[config.mk]
export PLATFORM = sky130hd
export DESIGN_NAME = dz_top
export DESIGN_NICKNAME = d
export VERILOG_FILES = /design/src/common/dz_pkg.sv /design/src/hdl/scan_tick_gen.sv /design/src/hdl/frame_seq.sv /design/src/dz_show/dz_glyph_rom.sv /design/src/dz_show/dz_scan.sv /design/src/hdl/dz_top.sv
export SDC_FILE = /design/constraint.sdc
export NUM_CORES = 1
export LEC_CHECK = 0
export CAP_MARGIN = 10
export CORE_ASPECT_RATIO = 0.6
export CORE_UTILIZATION = 55
export CTS_CLUSTER_SIZE = 14
export DETAILED_ROUTE_END_ITERATION = 6
export DONT_BUFFER_PORTS = 1
export PLACE_DENSITY = 0.77
export RECOVER_POWER = 50
export SLEW_MARGIN = 10
export SYNTH_ARGS = -nofsm -noshare
export SYNTH_HDL_FRONTEND = slang
export SYNTH_HIERARCHICAL = 1
export SYNTH_SLANG_ARGS = --single-unit
[constraint.sdc]
create_clock -name clk -period 4.53 [get_ports clk]
set_clock_uncertainty 0.2 [all_clocks]
set_input_delay 0.906 -clock clk [delete_from_list [all_inputs] [get_ports clk]]
set_output_delay 0.906 -clock clk [all_outputs]
set_load 0.05 [all_outputs]
[src/common/dz_pkg.sv]
package dz_pkg;

    // matrix geometry
    localparam int dz_rows = 8;

    // glyph frame number, 12..15 are blank
    typedef logic [3:0] frame_t;

    // row index, 0 is the top row
    typedef logic [2:0] row_idx_t;

    // one column word, bit 7 is the leftmost LED, 1 = lit
    typedef logic [7:0] col_t;

    // both colour planes of one row
    typedef struct packed {
        col_t red;
        col_t green;
    } dz_color_t;

    // registered matrix drive
    typedef struct packed {
        logic [dz_rows-1:0] row_sel;  // active low, one bit low when lit
        dz_color_t          color;
    } dz_drive_t;

    // heat disc animation runs over frames 0..anim_last
    localparam frame_t anim_last = 4'd5;

endpackage

[src/hdl/scan_tick_gen.sv]
`timescale 1ns/1ps

module scan_tick_gen #(
    parameter int SCAN_DIV = 4
) (
    input  logic clk,
    input  logic rst,
    output logic scan_tick
);

    localparam int CW = (SCAN_DIV > 1) ? $clog2(SCAN_DIV) : 1;

    logic [CW-1:0] cnt;

    // down counter, reload at zero
    always_ff @(posedge clk or posedge rst)
    begin
        if (rst)
        begin
            cnt       <= CW'(SCAN_DIV - 1);
            scan_tick <= 1'b0;
        end
        else if (cnt == '0)
        begin
            cnt       <= CW'(SCAN_DIV - 1);
            scan_tick <= 1'b1;  // one row period elapsed
        end
        else
        begin
            cnt       <= cnt - 1'b1;
            scan_tick <= 1'b0;
        end
    end

endmodule

[src/hdl/frame_seq.sv]
`timescale 1ns/1ps

module frame_seq #(
    parameter int ANIM_SCANS = 2
) (
    input  logic           clk,
    input  logic           rst,
    input  logic           st,
    input  logic           anim,
    input  dz_pkg::frame_t req_frame,
    input  logic           frame_done,
    output dz_pkg::frame_t frame
);
    import dz_pkg::*;

    localparam int SW = (ANIM_SCANS > 1) ? $clog2(ANIM_SCANS) : 1;

    logic [SW-1:0] scan_cnt;   // full scans shown of the current anim frame
    logic          anim_prev;
    logic          anim_entry;
    logic          step;

    assign anim_entry = anim & ~anim_prev;
    assign step       = frame_done & (scan_cnt == SW'(ANIM_SCANS - 1));

    always_ff @(posedge clk or posedge rst)
    begin
        if (rst)
        begin
            frame     <= '0;
            scan_cnt  <= '0;
            anim_prev <= 1'b0;
        end
        else
        begin
            anim_prev <= anim;
            if (!st || anim_entry)
            begin
                // display off or animation just started
                frame    <= '0;
                scan_cnt <= '0;
            end
            else if (!anim)
            begin
                frame    <= req_frame;
                scan_cnt <= '0;
            end
            else if (step)
            begin
                scan_cnt <= '0;
                frame    <= (frame >= anim_last) ? '0 : frame + 1'b1;
            end
            else if (frame_done)
            begin
                scan_cnt <= scan_cnt + 1'b1;
            end
        end
    end

    // once a cycle in anim mode has passed, only heat disc frames are shown
    a_anim_range: assert property (@(posedge clk) disable iff (rst)
        anim_prev |-> frame <= anim_last);

endmodule

[src/dz_show/dz_glyph_rom.sv]
`timescale 1ns/1ps

module dz_glyph_rom (
    input  dz_pkg::frame_t    frame,
    input  dz_pkg::row_idx_t  row_idx,
    input  logic              temp,
    output dz_pkg::dz_color_t row_color
);
    import dz_pkg::*;

    col_t green;
    col_t red;

    always_comb
    begin
        green = '0;
        case (frame)
            4'd0:
            begin
                case (row_idx)
                    3'd2, 3'd5: green = 8'b0001_1000;
                    3'd3, 3'd4: green = 8'b0011_1100;
                    default:    green = 8'b0000_0000;
                endcase
            end
            4'd1:
            begin
                case (row_idx)
                    3'd2, 3'd5: green = 8'b0011_1000;
                    3'd3, 3'd4: green = 8'b0111_1100;
                    default:    green = 8'b0000_0000;
                endcase
            end
            4'd2:
            begin
                case (row_idx)
                    3'd2, 3'd5: green = 8'b0011_1100;
                    3'd3, 3'd4: green = 8'b0111_1110;
                    default:    green = 8'b0000_0000;
                endcase
            end
            4'd3:
            begin
                case (row_idx)
                    3'd1, 3'd6:             green = 8'b0011_1100;
                    3'd2, 3'd3, 3'd4, 3'd5: green = 8'b0111_1110;
                    default:                green = 8'b0000_0000;
                endcase
            end
            4'd4:
            begin
                case (row_idx)
                    3'd0, 3'd7: green = 8'b0011_1100;
                    3'd1, 3'd6: green = 8'b0111_1110;
                    default:    green = 8'b1111_1111;
                endcase
            end
            4'd5: green = 8'b1111_1111;  // full disc
            4'd6:
            begin
                case (row_idx)
                    3'd0: green = 8'b1100_0011;
                    3'd1: green = 8'b1110_0011;
                    3'd2: green = 8'b1111_0001;
                    3'd3: green = 8'b1110_0011;
                    3'd4: green = 8'b1100_0111;
                    3'd5: green = 8'b1110_0111;
                    3'd6: green = 8'b1111_0111;
                    3'd7: green = 8'b1111_1011;
                endcase
            end
            4'd7:
            begin
                case (row_idx)
                    3'd1:    green = 8'b0000_0001;
                    3'd2:    green = 8'b1000_0001;
                    3'd3:    green = 8'b1100_0011;
                    3'd4:    green = 8'b1000_0011;
                    3'd5:    green = 8'b1100_0111;
                    3'd6:    green = 8'b1110_0111;
                    3'd7:    green = 8'b1111_0011;
                    default: green = 8'b0000_0000;
                endcase
            end
            4'd8:
            begin
                case (row_idx)
                    3'd1:    green = 8'b0011_1000;
                    3'd2:    green = 8'b0100_0100;
                    3'd3:    green = 8'b0101_1010;
                    3'd4:    green = 8'b0100_1010;
                    3'd5:    green = 8'b0011_0010;
                    3'd6:    green = 8'b1100_0100;
                    3'd7:    green = 8'b0011_1000;
                    default: green = 8'b0000_0000;
                endcase
            end
            4'd9:
            begin
                case (row_idx)
                    3'd2:    green = 8'b0110_0000;
                    3'd3:    green = 8'b1111_1100;
                    3'd4:    green = 8'b0011_1111;
                    3'd5:    green = 8'b0011_1110;
                    3'd6:    green = 8'b0001_1100;
                    default: green = 8'b0000_0000;
                endcase
            end
            4'd10:
            begin
                case (row_idx)
                    3'd2:       green = 8'b0001_1000;
                    3'd3:       green = 8'b0011_1100;
                    3'd4, 3'd5: green = 8'b0111_1110;
                    3'd6:       green = 8'b0010_0100;
                    default:    green = 8'b0000_0000;
                endcase
            end
            4'd11:
            begin
                case (row_idx)
                    3'd0: green = 8'b1110_0000;
                    3'd1: green = 8'b0110_0000;
                    3'd2: green = 8'b1110_0000;
                    3'd3: green = 8'b0011_0000;
                    3'd4: green = 8'b0011_0001;
                    3'd5: green = 8'b0011_0011;
                    3'd6: green = 8'b0011_1110;
                    3'd7: green = 8'b0001_1100;
                endcase
            end
            default: green = 8'b0000_0000;  // blank frames
        endcase
    end

    // red plane, amber = red and green together
    always_comb
    begin
        case (frame)
            4'd0, 4'd1, 4'd2, 4'd3, 4'd4, 4'd5:
                red = temp ? green : 8'b0000_0000;  // heat disc goes amber
            4'd6, 4'd7, 4'd8, 4'd9, 4'd11:
                red = green;
            default:
                red = 8'b0000_0000;  // frame 10 stays green
        endcase
    end

    assign row_color.red   = red;
    assign row_color.green = green;

endmodule

[src/dz_show/dz_scan.sv]
`timescale 1ns/1ps

module dz_scan (
    input  logic              clk,
    input  logic              rst,
    input  logic              st,
    input  logic              scan_tick,
    input  dz_pkg::dz_color_t row_color,
    output dz_pkg::row_idx_t  row_idx,
    output logic              frame_done,
    output dz_pkg::dz_drive_t drive
);
    import dz_pkg::*;

    localparam row_idx_t  last_row   = row_idx_t'(dz_rows - 1);
    localparam dz_drive_t drive_idle = '{row_sel: '1, color: '0};

    logic [dz_rows-1:0] row_sel_d;
    logic               load;

    assign load       = scan_tick & st;
    assign frame_done = load & (row_idx == last_row);  // strobe that loads the last row

    // row index to active-low select
    always_comb
    begin
        for (int i = 0; i < dz_rows; i++)
            row_sel_d[i] = (row_idx != row_idx_t'(i));
    end

    always_ff @(posedge clk or posedge rst)
    begin
        if (rst)
        begin
            row_idx <= '0;
            drive   <= drive_idle;
        end
        else if (!st)
        begin
            // blank and restart at the top row
            row_idx <= '0;
            drive   <= drive_idle;
        end
        else if (load)
        begin
            drive.row_sel <= row_sel_d;
            drive.color   <= row_color;
            row_idx       <= row_idx + 1'b1;  // wraps after last row
        end
    end

    // never more than one row lit
    a_row_sel_single: assert property (@(posedge clk) disable iff (rst)
        $onehot0(~drive.row_sel));

    // frame_done marks the strobe whose load lights the bottom row
    a_frame_done_row: assert property (@(posedge clk) disable iff (rst)
        frame_done |-> scan_tick ##1 drive.row_sel == {1'b0, {(dz_rows - 1){1'b1}}});

endmodule

[src/hdl/dz_top.sv]
`timescale 1ns/1ps

module dz_top #(
    parameter int SCAN_DIV   = 4,   // clocks per row
    parameter int ANIM_SCANS = 2    // full scans per animation step
) (
    input  logic              clk,
    input  logic              rst,
    input  logic              st,
    input  logic              temp,
    input  logic              anim,
    input  dz_pkg::frame_t    req_frame,
    output dz_pkg::dz_drive_t drive
);
    import dz_pkg::*;

    logic      scan_tick;
    logic      frame_done;
    row_idx_t  row_idx;
    frame_t    frame;
    dz_color_t row_color;

    scan_tick_gen #(
        .SCAN_DIV   (SCAN_DIV)
    ) scan_tick_gen_inst (
        .clk        (clk),
        .rst        (rst),
        .scan_tick  (scan_tick)
    );

    frame_seq #(
        .ANIM_SCANS (ANIM_SCANS)
    ) frame_seq_inst (
        .clk        (clk),
        .rst        (rst),
        .st         (st),
        .anim       (anim),
        .req_frame  (req_frame),
        .frame_done (frame_done),
        .frame      (frame)
    );

    dz_glyph_rom dz_glyph_rom_inst (
        .frame      (frame),
        .row_idx    (row_idx),
        .temp       (temp),
        .row_color  (row_color)
    );

    dz_scan dz_scan_inst (
        .clk        (clk),
        .rst        (rst),
        .st         (st),
        .scan_tick  (scan_tick),
        .row_color  (row_color),
        .row_idx    (row_idx),
        .frame_done (frame_done),
        .drive      (drive)
    );

endmodule

## Word level (Yosys, flattened, before mapping)

Memories as Yosys holds them, arrays and structs flattened.
Cells that the tools add are included.

| cells by class | value |
|---|---|
| $add $sub $neg | 4 |
| order comparisons | 1 |
| equality and inequality tests | 28 |
| multiplexer cells | 26 |
| bitwise operators | 5 |
| reduce and logical (&&, ||, !) cells | 15 |

Operator list:

| kind | count |
|---|---|
| $pmux 8 s12 | 1 |
| $pmux 8 s7 | 1 |
| $mux 24 | 2 |
| $pmux 8 s6 | 1 |
| $pmux 7 s2 | 3 |
| $pmux 8 s5 | 1 |
| $pmux 8 s2 | 2 |
| $pmux 7 s4 | 1 |
| $eq 4x3->1 const B | 4 |
| $eq 4x4->1 const B | 4 |
| $mux 4 | 4 |
| $eq 3x3->1 const B | 4 |
| $ne 3x3->1 const B | 4 |
| $pmux 6 s2 | 1 |
| $reduce_or 2->1 | 6 |
| $eq 4x2->1 const B | 2 |
| $mux 8 | 1 |
| $eq 3x2->1 const B | 2 |
| $mux 3 | 2 |
| $ne 3x1->1 const B | 2 |
| $ne 3x2->1 const B | 2 |
| $reduce_or 6->1 | 1 |
| $mux 1 | 5 |
| $reduce_or 5->1 | 1 |
| other kinds (19) | 22 |

| storage, ports and cells | value |
|---|---|
| register bits | 36 |
| bits in read-only memories | 104 |
| input port bits | 9 |
| word-level logic and storage cells | 90 |
| memories | 2 |

Memory list:

| name | words | bits a word | read ports | clocked after memory_dff | write ports | RTL line | source |
|---|---|---|---|---|---|---|---|
| (no name shown) | 8 | 8 | 1 | 0 | 0 | dz_glyph_rom.sv:121 | `case (row_idx)` |
| (no name shown) | 8 | 5 | 1 | 0 | 0 | dz_glyph_rom.sv:61 | `case (row_idx)` |

## Longest topological paths before layout

Gate-level depths: netlist of run 1.

| depth | value |
|---|---|
| word-level depth | 8 |
| mapped depth | 10 |
| gate-level depth less buffers | 9 |

## Cells and area by module

Netlist of run 1, hierarchy kept.

By module, submodules not included:

| module | times used | cells an instance | area an instance (µm²) |
|---|---|---|---|
| dz_scan | 1 | 105 | 1281.2 |
| dz_glyph_rom | 1 | 149 | 965.9 |
| frame_seq | 1 | 39 | 372.9 |
| scan_tick_gen | 1 | 9 | 111.4 |

## Worst setup path after synthesis of run 1

No wires, ideal clock.

| timing path | value |
|---|---|
| path kind | register to register |
| from | register dz_scan_inst.row_idx[0] |
| to | register, netlist name dz_scan_inst/drive[9] |
| library setup time | 0.121 ns |
| arrival time | 2.442 ns |
| path slack | 1.767 ns |
| cell stages (with the launch flop) | 11 |
| clock period less this slack | 2.763 ns |
| cells stage by stage | dfrtp_1 -> inv_1 -> ha_1 -> buf_6 -> or3b_1 -> a31oi_1 -> o211ai_1 -> or4b_4 -> nor2b_4 -> mux2i_1 -> nor2b_1 |

RTL lines:

| element | RTL line | source |
|---|---|---|
| start, declared | dz_scan.sv:9 | `output dz_pkg::row_idx_t row_idx,` |
| start signal, assigned | dz_scan.sv:48 | `row_idx <= row_idx + 1'b1;` |

==> impl_metrics.env, run 1 <==
export IMPL_status="finished, violations left"
export IMPL_crit_chain="inv_1 -> ha_1 -> or3b_1 -> a31oi_1 -> o211ai_1 -> or4b_4 -> nor2b_4 -> mux2i_1 -> nor2b_1"
export IMPL_grt_max_degree=38
export IMPL_p_leak_nw=1.25
export IMPL_num_antenna_cells=0
export IMPL_worst_pin_slew_ps=1930
export IMPL_clk_path_buf_depth=2
export IMPL_async_flop_share_pct=100
export IMPL_slowest_delay_ps=580
export IMPL_hpwl_mm=4.42
export IMPL_synth_distinct_cells=67
export IMPL_synth_main_ff_cell="dfrtp_1"
export IMPL_yosysSeqAreaShare_pct=33.4
export IMPL_max_cap_violations=1
export IMPL_worstPathArrival_ps=3150
export IMPL_syn_nets=328
export IMPL_power_density_nw_per_um2=230
export IMPL_setup_viol=0
export IMPL_cts_root_buf="clkbuf_8"
export IMPL_vias=2275
export IMPL_clkTransAtPathRegs_ps=70
export IMPL_seq_power_share_pct=53.2
export IMPL_antenna_found_initial=0
export IMPL_worstSkewPairLatency_ps=280
export IMPL_cts_buffers_inserted=5
export IMPL_gr_usage_all_layers_pct=24.9
export IMPL_area_growth_pct=1.79
export IMPL_utilization_pct=59.7
export IMPL_drive_gt1_share_pct=9.31
export IMPL_ys_seq_elements=36
export IMPL_gp_congestion=1.08
export IMPL_p_sw_mw=0.155
export IMPL_drc=0
export IMPL_grt_overflow=0
export IMPL_path_max_fanout=13
export IMPL_post_cts_buffers=0
export IMPL_switching_share_pct=24.2
export IMPL_grt_pass1_vias=2090
export IMPL_cp_startpoint="dz_scan_inst/row_idx[1]"
export IMPL_crit_path_start_kind="flip-flop"
export IMPL_nets=316
export IMPL_die_area_um2=5260
export IMPL_coreArea_um2=4660
export IMPL_die_x_um=93.0
export IMPL_rsz0062_at_grt="no"
export IMPL_die_h_um=56.6
export IMPL_min_path_type="in -> async"
export IMPL_setup_tns_ps=0
export IMPL_viasPerCell=6.44
export IMPL_hold_viol=0
export IMPL_syn_avg_cell_area_um2=9.04
export IMPL_cts_tree="built"
export IMPL_critPathKind="reg -> reg"
export IMPL_power_internal_mw=0.485
export IMPL_synth_warnings=6
export IMPL_period_share_pct=70.4
export IMPL_netlist_instances=302
export IMPL_r2r_start="dz_scan_inst/row_idx[1]"
export IMPL_ir_drop_mv=0.213
export IMPL_combPwrFrac_pct=9.1
export IMPL_portBuffers=0
export IMPL_rows=19
export IMPL_grt_pass1_wl_mm=10.3
export IMPL_syn_cell_area_um2=2730
export IMPL_drv_slew=38
export IMPL_slowest_stage="or4b_4"
export IMPL_slew_headroom_pct=-28.9
export IMPL_endpoint_kind="flip-flop"
export IMPL_timing_fmax_ghz=0.314
export IMPL_ff2ff_setup_slack_ps=1340
export IMPL_clock_sinks=36
export IMPL_clkPwrFrac_pct=37.7
export IMPL_crit_end="dz_scan_inst/drive[9]"
export IMPL_hold_buffers=0
export IMPL_wl_per_cell_um=18.2
export IMPL_cp_required_ps=4490
export IMPL_firstDrtPassIters=6
export IMPL_io_pins=33
export IMPL_initial_core_util_pct=58.6
export IMPL_reg2reg_depth=9
export IMPL_cts_max_level=2
export IMPL_routed_wl_mm=6.41
export IMPL_finalWorstPathRequiredPeriod_ps=3190
export IMPL_cts_resized=0
export IMPL_reg2reg_to="dz_scan_inst/drive[9]"
export IMPL_violations="capacitance limit, slew limit"
export IMPL_holdWs_ps=173
export IMPL_synth_edf_count=0
export IMPL_ant_nets=0
export IMPL_drtIter0Drc=300
## power groups by stage
stage	combinational, mW	clock (mW)	sequential (mW)
6_report	0.0585	0.241	0.340
5_1_grt	0.0651	0.261	0.342
4_1_cts	0.0578	0.251	0.340
3_5_place_dp	0.0577	0	0.346
3_3_place_gp	0.0568	0	0.345
2_1_floorplan	0.0552	0	0.337
## metal layers
layer	track usage (%)	vias up	wire [um]	share of wire, %
li1	-	1064	-	-
met1	37.0	1077	2910	45
met2	33.0	125	2640	41
met3	11.2	9	806	13
met4	4.62	0	52	0.81
met5	0	-	0	0
## flip-flops by register name, summed over array words and instances, names as in the netlist
| name | flops |
|---|---|
| dz_scan_inst/drive | 24 |
| dz_scan_inst/row_idx | 3 |
| frame_seq_inst/anim_prev | 1 |
| frame_seq_inst/frame | 4 |
| frame_seq_inst/scan_cnt | 1 |
| scan_tick_gen_inst/cnt | 2 |
| scan_tick_gen_inst/scan_tick | 1 |
## kinds of logic (layout without fill, tap and decap cells)
logic type | count (synthesis) | in the layout | synth area share [%]
AND/OR/NAND/NOR | 122 | 122 | 26.5
AO/OA/AOI/OAI | 68 | 68 | 17.6
buffers and inverters | 39 | 27 | 7.37
flip-flops | 36 | 36 | 33.4
multiplexers | 19 | 19 | 6.96
adder cells (fa/ha/maj) | 17 | 17 | 7.79
XOR/XNOR | 1 | 1 | 0.321
## cell usage after synthesis, types with 4 or more instances
cell | instances | area share (%)
nand2b_1 | 5 | 1.1
a31oi_1 | 8 | 1.8
nor2b_1 | 25 | 5.7
ha_1 | 17 | 7.8
nor3_1 | 13 | 2.4
a32o_1 | 4 | 1.5
a21oi_1 | 7 | 1.3
nor3b_1 | 5 | 1.4
nor2_1 | 16 | 2.2
and2_1 | 5 | 1.1
nand2_1 | 16 | 2.2
and3_1 | 6 | 1.4
nand3_1 | 8 | 1.5
o21ai_1 | 5 | 0.92
nor4_1 | 4 | 0.92
dfrtp_1 | 26 | 24
inv_1 | 17 | 2.3
dfstp_2 | 10 | 9.6
mux2i_1 | 19 | 7.0
clkbuf_1 | 9 | 1.2
buf_2 | 7 | 1.3
o21ai_0 | 12 | 2.2
## cells in the final DEF (no fill, tap or decap), drive strengths merged, types with 3 or more instances in the layout
cell	synthesis	layout
nand3	8	8
mux2i	19	19
nor3b	5	5
nor2	16	16
nor4bb	3	3
nor4b	3	3
and3	6	6
dfstp	10	10
a32o	4	4
clkbuf	9	8
nor2b	26	26
nor3	13	13
inv	18	18
and2	5	5
a31oi	8	8
dfrtp	26	26
nand2b	7	7
o21ai	18	18
nand2	16	16
nor4	4	4
ha	17	17
a21oi	9	9
## how the worst min path moves through the flow
stage | start | end | slack (ps) | depth (start not counted)
after floorplan | scan_tick_gen_inst/cnt[0] | scan_tick_gen_inst/cnt[0] | 230 | 1
after global placement | scan_tick_gen_inst/cnt[0] | scan_tick_gen_inst/cnt[0] | 240 | 1
after detailed placement | scan_tick_gen_inst/cnt[0] | scan_tick_gen_inst/cnt[0] | 250 | 1
after CTS | rst | scan_tick_gen_inst/scan_tick | 170 | 1
after global routing | rst | scan_tick_gen_inst/scan_tick | 180 | 1
final | rst | scan_tick_gen_inst/scan_tick | 170 | 1
## worst max-delay path: cells and delay by family, from the launching register on
| kind | cells | cell delay, ps |
|---|---|---|
| AOI/OAI and AO/OA | 2 | 380 |
| adders and majority gates | 1 | 390 |
| buffers and inverters | 1 | 200 |
| DFF | 1 | 550 |
| muxes | 1 | 150 |
| and+or+nand+nor | 4 | 1210 |
## per-stage QoR
step	std cells	power (mW)	worst slack, ps	instance area, um^2
global route	353	0.668	1140	2780
global placement	346	0.402	1570	2690
detailed placement	346	0.403	1460	2690
floorplan	302	0.393	1770	2730
CTS	353	0.649	1450	2790
finish	353	0.640	1340	2780
## layout make-up
class / count / area, um^2
sequential: 36 / 913
inverter: 18 / 67.6
multi-input combinational: 227 / 1610
timing repair buffer: 2 / 11.3
fill: 409 / 1880
tap: 63 / 78.8
clock buffer: 7 / 96.3
Note: power is estimated with default switching activity, not from simulation.
==> run 2, diff against run 1 <==
- PLACE_DENSITY: 0.77 -> 0.8
- clock period: 4.53 -> 2.7 ns (I/O delays scaled with it)
==> run 2 against run 1 <==
Effect of this change: the flow now finishes without violations; sequential share of layout area is 2.6 points lower; highest routed layer unchanged; critical path depth is 1 higher; worst setup slack worse by 1300 ps.
==> impl_metrics.env, run 2 (same netlist as run 1, synthesis figures left out) <==
export IMPL_grt_overflow=0
export IMPL_top_regs="dz_scan_inst/drive: 24 flops, frame_seq_inst/frame: 4 flops, dz_scan_inst/row_idx: 3 flops"
export IMPL_fin_ws_ps=59.9
export IMPL_critPathKind="reg -> reg"
export IMPL_wl_per_cell_um=19.0
export IMPL_slowest_delay_ps=530
export IMPL_clkTransAtPathRegs_ps=70
export IMPL_ir_drop_mv=0.371
export IMPL_mostFrequentLayoutCells="25 x nor2b_1, 25 x buf_4, 24 x dfrtp_1"
export IMPL_initial_core_util_pct=58.6
export IMPL_largest_register_ffs=24
export IMPL_viasPerCell=6.28
export IMPL_clock_sinks=36
export IMPL_nets=343
export IMPL_crit_path_start_kind="flip-flop"
export IMPL_portBuffers=0
export IMPL_clk_path_buf_depth=2
export IMPL_switching_share_pct=24.3
export IMPL_path_delay_family="simple AND/OR/NAND/NOR gates"
export IMPL_dp_cells=371
export IMPL_die_area_um2=5260
export IMPL_fin_cells=381
export IMPL_grt_pass1_vias=2267
export IMPL_pre_cts_ws_ps=68.3
export IMPL_endpoint_kind="flip-flop"
export IMPL_drtIter0Drc=271
export IMPL_coreArea_um2=4660
export IMPL_combPwrFrac_pct=11.6
export IMPL_power_density_nw_per_um2=382
export IMPL_drv_slew=0
export IMPL_routed_wl_mm=7.23
export IMPL_gr_usage_all_layers_pct=28.9
export IMPL_p_sw_mw=0.281
export IMPL_timing_fmax_ghz=0.379
export IMPL_slew_headroom_pct=4.24
export IMPL_hold_viol=0
export IMPL_path_max_fanout=10
export IMPL_worstPathArrival_ps=2610
export IMPL_crit_chain="buf_4 -> ha_1 -> buf_4 -> inv_1 -> nor3_1 -> a21o_1 -> or4b_4 -> nor2b_4 -> mux2i_1 -> nor2b_1"
export IMPL_vias=2393
export IMPL_status="completed"
export IMPL_worst_pin_slew_ps=1440
export IMPL_crit_buf_inv=3
export IMPL_power_internal_mw=0.876
export IMPL_firstDrtPassIters=5
export IMPL_min_path_type="in -> reg"
export IMPL_drive_gt1_share_pct=18.6
export IMPL_grt_pass1_wl_mm=11.6
export IMPL_io_pins=33
export IMPL_gp_congestion=1.00
export IMPL_die_h_um=56.6
export IMPL_holdWs_ps=78.6
export IMPL_max_cap_violations=0
export IMPL_ant_nets=0
export IMPL_cpMostUsedCell="buf_4"
export IMPL_finalWorstPathRequiredPeriod_ps=2640
export IMPL_cp_required_ps=2670
export IMPL_slowest_stage="or4b_4"
export IMPL_antenna_found_initial=0
export IMPL_p_leak_nw=1.38
export IMPL_cts_root_buf="clkbuf_8"
export IMPL_die_x_um=93.0
export IMPL_setup_viol=0
export IMPL_grt_max_degree=37
export IMPL_cts_buffers_inserted=5
export IMPL_seq_power_share_pct=48.0
export IMPL_rows=19
export IMPL_period_share_pct=97.8
export IMPL_largest_register="dz_scan_inst/drive"
export IMPL_worstSkewPairLatency_ps=280
export IMPL_cts_max_level=2
export IMPL_hpwl_mm=5.28
export IMPL_clkPwrFrac_pct=40.4
export IMPL_area_growth_pct=10.8
export IMPL_cts_tree="built"
export IMPL_drc=0
export IMPL_num_antenna_cells=0
## run 2: cell count changes in the layout (fill, tap and decap cells not counted), moves of 2 or more
cell | before | now
o21ai_1 | 3 | 5
dfrtp_1 | 26 | 24
o21ai_0 | 15 | 12
buf_4 | 1 | 25
dfrtp_2 | 0 | 2
clkbuf_1 | 1 | 3
clkbuf_8 | 7 | 5
## run 2: what timing repair did
item | in CTS | in global routing
resized for setup | 0 | 4
endpoints found under the hold margin | 9 | 0
setup endpoints to repair | 0 | 3
hold buffers | 1 | 0
buffers inserted | 0 | 1
## run 2: power groups by stage
stage	logic [mW]	registers (mW)	clock network (mW)
final	0.134	0.555	0.468
after CTS	0.133	0.555	0.478
after global routing	0.146	0.556	0.499
after detailed placement	0.131	0.565	0
after global placement	0.130	0.565	0
after floorplan	0.0926	0.566	0
## run 2: worst paths after layout
path	start	to	slack (ps)	cells after the start
setup / recovery	dz_scan_inst/row_idx[1]	dz_scan_inst/drive[9]	60	10
hold / removal	anim	frame_seq_inst/anim_prev	80	0
setup reg to reg	dz_scan_inst/row_idx[1]	dz_scan_inst/drive[9]	60	10
hold reg to reg	scan_tick_gen_inst/cnt[0]	scan_tick_gen_inst/cnt[0]	270	1
max in group asynchronous	rst	dz_scan_inst/row_idx[0]	900	2
min in group asynchronous	rst	scan_tick_gen_inst/scan_tick	390	2
## run 2: per-layer routing
layer	wire, um	up-vias	share of wire (%)	GRT usage (%)
met2	3100	113	43	42.2
met5	0	-	0	0
met4	30	0	0.42	4.40
met3	735	6	10	10.0
li1	-	1117	-	-
met1	3360	1157	47	42.1
## run 2: layout make-up
cell class	count	area [um^2]
clock buffer	6	72.6
tap	63	78.8
sequential	36	916
inverter	18	67.6
multi-input combinational	227	1630
timing repair buffer	29	225
fill	401	1630
clock inverter	2	35.0
## run 2: per-stage QoR
stage / util [%] / area, um^2 / setup TNS (ps) / total power [mW]
2_1_floorplan: - / 2730 / 0 / 0.659
3_3_place_gp: 62.1 / 2890 / 0 / 0.695
3_5_place_dp: 62.1 / 2890 / 0 / 0.696
4_1_cts: 64.6 / 3010 / 0 / 1.17
5_1_grt: 65.0 / 3030 / -8.03 / 1.20
6_report: 65.0 / 3030 / 0 / 1.16
==> run 3, diff against run 2 <==
- ABC_AREA: not set -> 1
- CORE_MARGIN: not set -> 5
==> run 3 against run 2 <==
Effect of this change: the run now ends with capacitance limit left; flip-flop and latch count is the same; clock power shrank 20%; synthesized cell count grew 36%; hold slack lost 8.8 ps; worst setup slack gained 250 ps; critical endpoint is now dz_scan_inst/drive[11]; largest cell class unchanged.
==> impl_metrics.env, run 3 <==
export IMPL_status="finished, violations left"
export IMPL_violations="capacitance limit"
export IMPL_pre_cts_ws_ps=355
export IMPL_n_fill_cell=445
export IMPL_hpwl_mm=4.80
export IMPL_endpoint_kind="flip-flop"
export IMPL_final_common_cell="nand2_1"
export IMPL_area_growth_pct=4.88
export IMPL_max_cap_violations=1
export IMPL_syn_nets=438
export IMPL_placed_cell_area_um2=2710
export IMPL_mostFrequentLayoutCells="182 x nand2_1, 52 x nor2_1, 50 x inv_1"
export IMPL_ant_nets=0
export IMPL_crit_buf_inv=2
export IMPL_gp_congestion=1.05
export IMPL_crit_path_start_kind="flip-flop"
export IMPL_grt_use_met2_pct=28.3
export IMPL_synth_mux_area_share_pct=0
export IMPL_cts_buffers_inserted=5
export IMPL_gr_usage_all_layers_pct=20.3
export IMPL_grt_pass1_wl_mm=10.4
export IMPL_synthXorXnorAreaFrac_pct=0
export IMPL_clkTransAtPathRegs_ps=70
export IMPL_firstDrtPassIters=5
export IMPL_largest_register_ffs=24
export IMPL_synth_most_common_cell="nand2_1"
export IMPL_largest_register="dz_scan_inst/drive"
export IMPL_grt_max_degree=25
export IMPL_die_area_um2=6390
export IMPL_cp_required_ps=2690
export IMPL_clock_sinks=36
export IMPL_reg2reg_depth=12
export IMPL_synth_compound_area_share_pct=4.64
export IMPL_antenna_found_initial=0
export IMPL_synth_top_family_by_area="simple AND/OR/NAND/NOR gates"
export IMPL_portBuffers=0
export IMPL_slowest_stage="dfrtp_1"
export IMPL_path_depth=12
export IMPL_worstSkewPairLatency_ps=290
export IMPL_syn_avg_cell_area_um2=6.47
export IMPL_synth_edf_count=0
export IMPL_die_h_um=63.9
export IMPL_regArea_um2=913
export IMPL_grt_overflow=0
export IMPL_routed_wl_mm=6.04
export IMPL_top_regs="dz_scan_inst/drive: 24 flops, frame_seq_inst/frame: 4 flops, dz_scan_inst/row_idx: 3 flops"
export IMPL_worstPathArrival_ps=2370
export IMPL_io_pins=33
export IMPL_drive_gt1_share_pct=11.5
export IMPL_ys_top_cells_by_area="nand2_1 26%, dfrtp_1 24%, dfstp_2 9.8%"
export IMPL_yosys_area_share_simple_pct=42.6
export IMPL_slew_headroom_pct=0.241
export IMPL_initial_core_util_pct=57.5
export IMPL_postLayoutCellArea_um2=2800
export IMPL_wl_per_cell_um=12.6
export IMPL_utilization_pct=60.4
export IMPL_finalWorstPathRequiredPeriod_ps=2390
export IMPL_drv_slew=0
export IMPL_ff2ff_setup_slack_ps=310
export IMPL_synth_area_leader_cell="nand2_1"
export IMPL_netlist_instances=412
export IMPL_die_x_um=99.9
export IMPL_rsz0062_at_grt="no"
export IMPL_synth_warnings=6
export IMPL_period_share_pct=88.4
export IMPL_critPathKind="reg -> reg"
export IMPL_vias=2447
export IMPL_power_density_nw_per_um2=392
export IMPL_clk_path_buf_depth=2
export IMPL_synth_top_cell_area_share_pct=25.6
export IMPL_path_max_fanout=10
export IMPL_r2r_start="dz_scan_inst/row_idx[1]"
export IMPL_num_antenna_cells=0
export IMPL_ys_seq_elements=36
export IMPL_use_met1_pct=30.0
export IMPL_syn_cell_area_um2=2670
export IMPL_cts_tree="built"
export IMPL_reg2reg_to="dz_scan_inst/drive[11]"
export IMPL_path_delay_family="simple AND/OR/NAND/NOR gates"
export IMPL_fin_cells=481
export IMPL_holdWs_ps=69.8
export IMPL_nets=443
export IMPL_drtIter0Drc=200
export IMPL_p_leak_nw=1.74
export IMPL_power_total_mw=1.10
export IMPL_timing_fmax_ghz=0.419
export IMPL_cts_max_level=2
export IMPL_grt_pass1_vias=2179
export IMPL_top_usage_layer="met1"
export IMPL_setup_tns_ps=0
export IMPL_synth_distinct_cells=25
export IMPL_hold_viol=0
export IMPL_synthAdderAreaFrac_pct=7.97
export IMPL_dp_cells=472
export IMPL_rows=19
export IMPL_coreArea_um2=4640
export IMPL_setup_viol=0
export IMPL_drc=0
export IMPL_multi_input_comb_area_um2=1470
export IMPL_ir_drop_mv=0.419
export IMPL_cts_root_buf="clkbuf_8"
export IMPL_worst_pin_slew_ps=1490
export IMPL_yosysSeqAreaShare_pct=34.2
export IMPL_fin_ws_ps=313
export IMPL_async_flop_share_pct=100
export IMPL_use_met3_pct=7.72
export IMPL_synth_main_ff_cell="dfrtp_1"
export IMPL_viasPerCell=5.09
export IMPL_crit_chain="inv_1 -> ha_1 -> nand2_4 -> nand2_2 -> inv_2 -> nand2_2 -> a21oi_1 -> nand3_1 -> nor2_1 -> nor2_1 -> nand2_1 -> nand2_1"
export IMPL_slowest_delay_ps=550
export IMPL_min_path_type="in -> async"
export IMPL_yosys_top_cells_count="182 x nand2_1, 51 x nor2_1, 50 x inv_1"
run 3: cells by family after synthesis:
family	after synthesis
buffers and inverters	65
AO/OA/AOI/OAI	22
AND/OR/NAND/NOR	272
flip-flops	36
adder cells (fa/ha/maj)	17
run 3: cell type report:
type | instances | share of cell area (%)
clock buffer | 5 | 2.46
clock inverter | 3 | 0.671
inverter | 59 | 8.01
multi-input combinational | 311 | 52.4
sequential | 36 | 32.6
tap | 63 | 2.82
timing repair buffer | 4 | 1.03
run 3: timing repair:
action,4_1_cts,5_1_grt
endpoints found under the hold margin,9,0
resized for setup,0,0
hold buffers,1,0
buffers inserted,0,0
run 3: routing by layer:
| layer | vias up | routed length (um) |
|---|---|---|
| met5 | - | 0 |
| met4 | 0 | 49 |
| met3 | 8 | 711 |
| met2 | 117 | 2440 |
| met1 | 1072 | 2850 |
| li1 | 1250 | - |
run 3: power breakdown:
part	leakage [nW]	total (mW)	switching, mW	internal (mW)
sequential	0.460	0.600	0.0432	0.556
clock	0.0479	0.375	0.196	0.179
combinational	1.23	0.123	0.0863	0.0363
total	1.74	1.10	0.325	0.772
run 3: how the worst max path moves through the flow:
| stage | startpoint | endpoint |
|---|---|---|
| floorplan | dz_scan_inst/row_idx[1] | dz_scan_inst/drive[11] |
| global placement | dz_scan_inst/row_idx[1] | dz_scan_inst/drive[3] |
| detailed placement | dz_scan_inst/row_idx[1] | dz_scan_inst/drive[11] |
| finish | dz_scan_inst/row_idx[1] | dz_scan_inst/drive[11] |
| global route | dz_scan_inst/row_idx[1] | dz_scan_inst/drive[5] |
| CTS | dz_scan_inst/row_idx[1] | dz_scan_inst/drive[11] |
